File: config.mk
export PLATFORM = sky130hd
export DESIGN_NAME = lms_frontend_top
export DESIGN_NICKNAME = d
export VERILOG_FILES = /design/src/lms_frontend_pkg.sv /design/src/lms_frontend_top.sv /design/src/lms_spi_router.sv /design/src/lms_tx_iq_interleave.sv /design/src/lms_rx_iq_demux.sv
export SDC_FILE = /design/constraint.sdc
export NUM_CORES = 1
export LEC_CHECK = 0
export ABC_CLOCK_PERIOD_IN_PS = 2250
export BUFFER_PORTS_ARGS = -buffer_cell sky130_fd_sc_hd__buf_2
export CORE_ASPECT_RATIO = 0.7
export CORE_MARGIN = 1.5
export CORE_UTILIZATION = 36
export CTS_BUF_LIST = sky130_fd_sc_hd__clkbuf_4
export CTS_CLUSTER_SIZE = 12
export DETAILED_ROUTE_END_ITERATION = 10
export PLACE_DENSITY = 0.79
export SLEW_MARGIN = 20
export SYNTH_ARGS = -nofsm -noshare
export SYNTH_HDL_FRONTEND = slang
export SYNTH_SLANG_ARGS = --single-unit
File: constraint.sdc
create_clock -name dsp_clk -period 2.25 [get_ports dsp_clk]
set_input_delay 0.45 -clock dsp_clk [delete_from_list [all_inputs] [get_ports dsp_clk]]
set_output_delay 0.45 -clock dsp_clk [all_outputs]
set_load 0.05 [all_outputs]
File: src/lms_frontend_pkg.sv
// LMS transceiver front end shared definitions
// Converter widths, channel count, SPI target indices and the
// bus structs used between the DSP side and the transceivers

package lms_frontend_pkg;

   // Converter word width of the LMS6002D data bus
   localparam int SAMPLE_W = 12;

   // Two transceivers on the board
   localparam int NUM_CH = 2;

   // Clock DAC plus one select per transceiver
   localparam int NUM_SPI_TARGETS = 3;

   // Bit positions within the active low select vector
   localparam int SPI_DAC  = 0;
   localparam int SPI_LMS1 = 1;
   localparam int SPI_LMS2 = 2;

   // One complex sample on the DSP side
   typedef struct packed
   {
      logic [SAMPLE_W-1:0] i;
      logic [SAMPLE_W-1:0] q;
   } iq_sample_t;

   // Interleaved transceiver data port
   // iqsel low marks an I word, high marks a Q word
   typedef struct packed
   {
      logic [SAMPLE_W-1:0] d;
      logic                iqsel;
   } lms_port_t;

   // Shared SPI master lines toward a target
   typedef struct packed
   {
      logic sclk;
      logic mosi;
   } spi_bus_t;

   // Select bit values on the port word
   localparam logic IQSEL_I = 1'b0;
   localparam logic IQSEL_Q = 1'b1;

   // Reset image of a transmit port
   localparam lms_port_t TX_PORT_IDLE = '{d: '0, iqsel: IQSEL_Q};

endpackage
File: src/lms_frontend_top.sv
// LMS6002D baseband front end
// Receive I/Q demux per channel, shared phase transmit interleaver
// and SPI routing to the clock DAC and both transceivers

`timescale 1ns/1ps

module lms_frontend_top
   import lms_frontend_pkg::*;
(
   input  logic                       dsp_clk,
   input  logic                       reset_i,

   // Receive ports from the transceivers
   input  lms_port_t                  rx_port_i   [NUM_CH],
   output iq_sample_t                 rx_sample_o [NUM_CH],

   // Transmit pairs from the DSP side
   input  iq_sample_t                 tx_sample_i [NUM_CH],
   output lms_port_t                  tx_port_o   [NUM_CH],

   // SPI master side
   input  spi_bus_t                   spi_i,
   input  logic [NUM_SPI_TARGETS-1:0] spi_sen_n_i,
   output logic                       spi_miso_o,

   // SPI target side
   input  logic [NUM_SPI_TARGETS-1:0] spi_target_miso_i,
   output spi_bus_t                   spi_dac_o,
   output spi_bus_t                   spi_lms_o [2]
);

   iq_sample_t rx_sample [NUM_CH];   // Demux outputs
   lms_port_t  tx_port   [NUM_CH];   // Interleaver outputs
   spi_bus_t   spi_dac;
   spi_bus_t   spi_lms [2];
   logic       spi_miso;

   // One demux per receive channel
   for (genvar ch = 0; ch < NUM_CH; ch++)
   begin : g_rx
      lms_rx_iq_demux u_rx_demux
      (
         .dsp_clk  (dsp_clk),
         .reset_i  (reset_i),
         .port_i   (rx_port_i[ch]),
         .sample_o (rx_sample[ch])
      );
   end

   // Both transmit channels share one phase
   lms_tx_iq_interleave u_tx_interleave
   (
      .dsp_clk  (dsp_clk),
      .reset_i  (reset_i),
      .sample_i (tx_sample_i),
      .port_o   (tx_port)
   );

   lms_spi_router u_spi_router
   (
      .spi_i         (spi_i),
      .sen_n_i       (spi_sen_n_i),
      .target_miso_i (spi_target_miso_i),
      .dac_o         (spi_dac),
      .lms_o         (spi_lms),
      .miso_o        (spi_miso)
   );

   assign rx_sample_o = rx_sample;
   assign tx_port_o   = tx_port;
   assign spi_dac_o   = spi_dac;
   assign spi_lms_o   = spi_lms;
   assign spi_miso_o  = spi_miso;

endmodule

File: src/lms_spi_router.sv
// SPI target router for the clock DAC and two LMS transceivers
// Gates the shared master clock and data per chip select and
// merges the read back lines of the selected targets

`timescale 1ns/1ps

module lms_spi_router
   import lms_frontend_pkg::*;
(
   input  spi_bus_t                   spi_i,          // From the SPI master
   input  logic [NUM_SPI_TARGETS-1:0] sen_n_i,        // Active low selects
   input  logic [NUM_SPI_TARGETS-1:0] target_miso_i,  // Read back per target
   output spi_bus_t                   dac_o,
   output spi_bus_t                   lms_o [2],
   output logic                       miso_o
);

   logic [NUM_SPI_TARGETS-1:0] sel;   // Active high selects

   assign sel = ~sen_n_i;

   // DAC clock runs free, only its data is gated
   assign dac_o.sclk = spi_i.sclk;
   assign dac_o.mosi = sel[SPI_DAC] ? spi_i.mosi : 1'b0;

   // First transceiver
   always_comb
   begin
      if (sel[SPI_LMS1])
      begin
         lms_o[0] = spi_i;
      end
      else
      begin
         lms_o[0] = '0;   // Held quiet when deselected
      end
   end

   // Second transceiver
   always_comb
   begin
      if (sel[SPI_LMS2])
      begin
         lms_o[1] = spi_i;
      end
      else
      begin
         lms_o[1] = '0;
      end
   end

   // Only selected targets reach the master
   assign miso_o = |(sel & target_miso_i);

endmodule

File: src/lms_tx_iq_interleave.sv
// LMS transmit I/Q interleaver
// Drives every transmit port with I then Q words of its held pair,
// using a single half-rate phase so both transceivers stay aligned

`timescale 1ns/1ps

module lms_tx_iq_interleave
   import lms_frontend_pkg::*;
(
   input  logic       dsp_clk,
   input  logic       reset_i,
   input  iq_sample_t sample_i [NUM_CH],  // Pairs from the DSP side
   output lms_port_t  port_o   [NUM_CH]   // Interleaved words to the DACs
);

   logic      phase_q;         // High after an I edge
   logic      phase_next;
   lms_port_t port_q [NUM_CH];
   lms_port_t port_next [NUM_CH];

   // Shared phase toggles every cycle once out of reset
   assign phase_next = ~phase_q;

   always_ff @(posedge dsp_clk)
   begin
      if (reset_i)
      begin
         phase_q <= 1'b0;
      end
      else
      begin
         phase_q <= phase_next;
      end
   end

   // Word selection per channel
   // Phase going high sends I, going low sends Q
   always_comb
   begin
      for (int ch = 0; ch < NUM_CH; ch++)
      begin
         if (phase_next)
         begin
            port_next[ch].d     = sample_i[ch].i;
            port_next[ch].iqsel = IQSEL_I;
         end
         else
         begin
            port_next[ch].d     = sample_i[ch].q;
            port_next[ch].iqsel = IQSEL_Q;
         end
      end
   end

   // Port registers, idle word with Q select in reset
   always_ff @(posedge dsp_clk)
   begin
      for (int ch = 0; ch < NUM_CH; ch++)
      begin
         if (reset_i)
         begin
            port_q[ch] <= TX_PORT_IDLE;
         end
         else
         begin
            port_q[ch] <= port_next[ch];
         end
      end
   end

   assign port_o = port_q;

endmodule

File: src/lms_rx_iq_demux.sv
// LMS receive I/Q demultiplexer
// Splits one interleaved receive word stream into separate
// I and Q registers, each held until its next update

`timescale 1ns/1ps

module lms_rx_iq_demux
   import lms_frontend_pkg::*;
(
   input  logic       dsp_clk,
   input  logic       reset_i,
   input  lms_port_t  port_i,   // Interleaved word from the transceiver
   output iq_sample_t sample_o  // Held I/Q pair toward the DSP
);

   logic [SAMPLE_W-1:0] i_q;   // Last I word
   logic [SAMPLE_W-1:0] q_q;   // Last Q word
   logic                is_q;

   // Select bit decides which half is written this edge
   assign is_q = (port_i.iqsel == IQSEL_Q);

   // I register, written only on I words
   always_ff @(posedge dsp_clk)
   begin
      if (reset_i)
      begin
         i_q <= '0;
      end
      else if (!is_q)
      begin
         i_q <= port_i.d;
      end
   end

   // Q register, written only on Q words
   always_ff @(posedge dsp_clk)
   begin
      if (reset_i)
      begin
         q_q <= '0;
      end
      else if (is_q)
      begin
         q_q <= port_i.d;
      end
   end

   // One cycle from port word to held field
   assign sample_o.i = i_q;
   assign sample_o.q = q_q;

endmodule

==> results of run 1 <==
-- cells in the final DEF, fill, tap and decap left out, drive strengths merged --
master | netlist | final
buf | 19 | 166
dfxtp | 74 | 74
nor2 | 73 | 73
mux2i | 72 | 72
clkbuf | 0 | 10
nor2b | 5 | 5
inv | 3 | 3
clkinv | 0 | 3
clkinvlp | 0 | 2
nand2b | 1 | 1
o221ai | 1 | 1
-- power by group through the flow --
stage / clock network, mW / registers [mW] / logic (mW)
global route: 0.758 / 1.44 / 0.722
CTS: 0.708 / 1.43 / 0.686
floorplan: 0 / 1.74 / 0.232
detailed placement: 0 / 1.46 / 0.685
finish: 0.660 / 1.43 / 0.679
global placement: 0 / 1.45 / 0.675
-- registers in the layout, summed over array words and instances (netlist names) --
register                 count
u_tx_interleave.phase_q      1
g_rx.u_rx_demux.q_q         24
u_tx_interleave.port_o      25
g_rx.u_rx_demux.i_q         24
-- cell type report --
class	instances	area share
tap	98	0.0338
timing repair buffer	166	0.237
multi-input combinational	152	0.287
sequential	74	0.409
inverter	3	0.00311
clock buffer	10	0.0207
clock inverter	5	0.00897
-- kinds of logic (layout without fill, tap and decap cells) --
group	Yosys count	count (layout)
AND/OR/NAND/NOR	79	79
multiplexers	72	72
buffers and inverters	22	184
AO/OA/AOI/OAI	1	1
flip-flops	74	74
-- tightest hold or removal path, stage by stage --
cell	delay [ps]
buf_2	80
mux2i_1	50
nor2_1	70
-- stage by stage --
stage / util / setup slack, ps
after detailed placement: 0.478 / 736
after CTS: 0.493 / 716
after global placement: 0.478 / 740
after floorplan: - / 497
final: 0.493 / 743
after global routing: 0.493 / 682
-- path summary, 6_finish.rpt --
| path | cells past startpoint | from | slack (ps) | end |
|---|---|---|---|---|
| worst max-delay path | 4 | spi_sen_n_i[0] | 740 | spi_miso_o |
| worst min-delay path | 3 | tx_sample_i[41] | 270 | u_tx_interleave.port_o[19] |
| worst max register to register | 3 | u_tx_interleave.phase_q | 1050 | u_tx_interleave.port_o[23] |
| worst min register to register | 2 | g_rx[0].u_rx_demux.i_q[8] | 500 | g_rx[0].u_rx_demux.i_q[8] |
-- layer usage --
layer  up-vias  track usage
met5         -            0
met3        11       0.0744
li1       1119            -
met1      1018        0.149
met2       111        0.262
met4         0       0.0640
==> metrics, run 1 <==
status finished clean; Switch Pwr 0.942 mW; Clk Latency, worst-skew pair 400 ps; largest family of logic cells by synthesized area multiplexers; Iteration-0 DRC Markers 85; Synth Area in Compound Gates 0.00319; vias in the first global route 2245; post-route DRC violation count 0; crit-path cells buf_2 -> nand2b_1 -> o221ai_1 -> buf_2; FILL cells 698; Fin. Hold Viols 0; Post-synth top cells 74 x dfxtp_1, 73 x nor2_1, 72 x mux2i_1; Sequential Area 1480 sq um; RePlAce Congestion 0.739; syn_nets 332; top cells by area, synth dfxtp_1 54%, mux2i_1 26%, nor2_1 10%; cell accounting for the most synthesized area dfxtp_1; number of flops mapped to enable cells by yosys 0; met2 routed wirelength 2790 um; final wirelength 5950 um; post-synth top area share 0.540; Clock Skew 15.6 ps; crit path max-delay cell type buf_2; placed insts 493; CP Buf/Inv Count 2; max-cap violations 0; # clock sinks 74; Area growth, synth to finish 32.2%; Clock Pin Slew Worst Setup and Hold Paths 120 ps; Top Layer Used met4; area occupied by multi-input gates 1040 sq um; post-DP HPWL 4470 um; first-pass GRT wire length 9530 um; Pwr Density 763 nW/um^2; Mapped Cells 248; Comb power frac 0.245; area share of fa/ha/maj cells after synthesis 0; Ys Warns 0; type of origin of the critical path input pin; crit-path most repeated cell buf_2; Tightest Hold Check Type in -> reg; total internal power 1.83 mW; Crit. End Element output port; worst path required time 1800 ps; gr ovfl total 0; total chip power 2.77 mW; routed via count 2259; Rows 26; Clock power frac 0.239; Peak Freq 664 MHz; initial antenna violation count 0; total negative slack 0 ps; worst hold margin 272 ps; Met3 Wirelength 675 um; Crit Path Max Fanout 2; post-route cell area 3620 sq um; XOR/XNOR Fraction of Synth Area 0; most used standard cell by instance count after synthesis dfxtp_1; Arr. time, crit path 1060 ps; final setup vio count 0; Top Ports 165; flops & latches, synth 74; Leak 1.97 nW; NumNets Final 490; clk buf depth 2; Worst Tran Pin Value 687 ps; minimum clock period 1510 ps; post-CTS setup buffer count 0; routed vias/inst 4.45; CTS tree yes; DR WL/cell 11.7 um; Root Driver clkbuf_4; area share of and/or/nand/nor cells after synthesis 0.114; Ant. Diodes 0; Post-CTS Hold Buffers 0; CP top delay family buffers and inverters; Metal-1 WL 2380 um; CTS buffer count 9; Sw Share 0.340; H-tree Lvls 3; multiplexer share of the synthesized area 0.263; Horiz. Die Dim 107 um; Mapped Area 2740 sq um; RSZ-0062 raised after global routing false; CP max stage delay 300 ps; # resized after CTS 0; number of iterations in the first detailed-routing pass 4; final non-filler cell total 508; final period utilization 0.670; post-route ant nets 0; pin count of the biggest net entering global routing 74; CP Class in -> out; Syn Area/Cell 11.1 sq um; Starting Density 0.373; core area 7350 sq um; Post-DP Area 3520 sq um; Synth async-reset ratio 0; Flop pwr share 0.516; die area 8160 sq um; die height 76.0 um; gr usage total 0.150; ys flop type dfxtp_1; maximum resistive drop on vdd 0.000370 V; port bufs 164; Final Max Slew Viols 0; synth unique cells 11; register area share after synthesis 0.540; slew margin rel. 0.542; layout cells sized above 1 0.439
Power figures use the tool's default switching activity.
==> run 2, diff against run 1 <==
ABC_CLOCK_PERIOD_IN_PS = 1500   (was 2250)
clock period = 1.5 ns   (was 2.25 ns; I/O delays follow)
==> run 2 against run 1 <==
Flip-flop and latch count stayed put. Count of clock-buffer cells in the layout did not move. Critical endpoint is now rx_sample_o[35]. Via count increased by 0.18%. Total power rose by 50%. Register-to-register slack worse by 610 ps. Die area unchanged. Hold slack lost 150 ps. Non-clock buffer count up 3.
==> metrics, run 2 (same netlist as run 1, synthesis figures left out) <==
placed insts 496; first-pass GRT wire length 9600 um; crit path max-delay cell type dfxtp_1; FILL cells 689; maximum resistive drop on vdd 0.000480 V; Final Max Slew Viols 0; Sequential Area 1480 sq um; Leak 1.99 nW; post-CTS setup buffer count 0; RePlAce Congestion 0.763; worst path required time 1200 ps; # clock sinks 74; die height 76.0 um; post-route DRC violation count 0; layout cells sized above 1 0.443; die area 8160 sq um; Arr. time, crit path 1040 ps; slew margin rel. 0.788; initial antenna violation count 0; CTS tree yes; post-DP HPWL 4560 um; Pwr Density 1140 nW/um^2; clk buf depth 2; max FFs per register 25; CP Class reg -> out; DR WL/cell 11.9 um; Ant. Diodes 0; Rows 26; RSZ-0062 raised after global routing false; CP max stage delay 370 ps; max-cap violations 0; commonest non-fill, non-tap cells in the layout 164 x buf_2, 74 x dfxtp_1, 73 x nor2_1, 72 x mux2i_1, 10 x clkbuf_4; gr usage total 0.150; total negative slack 0 ps; final setup vio count 0; Root Driver clkbuf_4; status finished clean; CP top delay family flip-flops; post-route ant nets 0; Crit Path Max Fanout 2; CTS buffer count 9; Clock Skew 14.4 ps; vias in the first global route 2178; number of iterations in the first detailed-routing pass 4; gr ovfl total 0; commonest non-fill, non-tap cell in the layout buf_2; Crit. End Element output port; final wirelength 6070 um; crit-path cells buf_2; Peak Freq 748 MHz; Clk Latency, worst-skew pair 400 ps; minimum clock period 1340 ps; Iteration-0 DRC Markers 47; routed via count 2263; Top Ports 165; Horiz. Die Dim 107 um; post-route cell area 3660 sq um; area occupied by multi-input gates 1040 sq um; Starting Density 0.373; Post-DP Area 3550 sq um; pin count of the biggest net entering global routing 74; Clock Pin Slew Worst Setup and Hold Paths 120 ps; # resized after CTS 0; CP Buf/Inv Count 1; Tightest Hold Check Type in -> reg; Post-CTS Hold Buffers 0; Worst Tran Pin Value 318 ps; type of origin of the critical path flip-flop; core area 7350 sq um; Final Core Density 0.498; Area growth, synth to finish 33.4%; final period utilization 0.891; port bufs 164; final non-filler cell total 511; NumNets Final 493; H-tree Lvls 3; routed vias/inst 4.43; Fin. Hold Viols 0
==> run 2: cell count changes in the layout (fill, tap and decap cells not counted), sizes merged <==
cell and change:
buf +3
==> run 2: through the flow <==
stage | setup slack (ps) | power, mW | hold slack [ps]
finish | 164 | 4.16 | 124
global route | 88.6 | 4.38 | 88.9
CTS | 116 | 4.24 | 77.4
detailed placement | 298 | 3.22 | 480
global placement | 302 | 3.20 | 466
floorplan | 46.8 | 2.96 | 444
==> run 2: area by class of cell <==
class,count,area share
Inverter,3,0.00308
Clock buffer,10,0.0205
Clock inverter,5,0.00889
Tap cell,98,0.0335
Timing Repair Buffer,169,0.245
Multi-Input combinational cell,152,0.284
Sequential cell,74,0.405
==> run 2: final timing paths <==
kind,endpoint,cells past startpoint,slack (ps),startpoint
max reg2reg,u_tx_interleave.port_o[23],3,440,u_tx_interleave.phase_q
min,u_tx_interleave.port_o[15],3,120,tx_sample_i[37]
min reg2reg,g_rx[1].u_rx_demux.i_q[2],2,500,g_rx[1].u_rx_demux.i_q[2]
max,rx_sample_o[35],1,160,g_rx[0].u_rx_demux.q_q[11]
==> run 2: per-layer routing <==
metal | vias to the layer above | global-route usage | wire [um]
met5 | - | 0 | 0
met4 | 0 | 0.0600 | 71
met3 | 7 | 0.0701 | 663
met2 | 109 | 0.257 | 2800
met1 | 1016 | 0.158 | 2530
li1 | 1131 | - | -
==> run 2: power breakdown <==
part | internal [mW] | total (mW) | leakage, nW | switching (mW)
registers | 2.09 | 2.14 | 0.613 | 0.0469
clock network | 0.345 | 0.992 | 0.0559 | 0.647
logic | 0.311 | 1.03 | 1.32 | 0.724
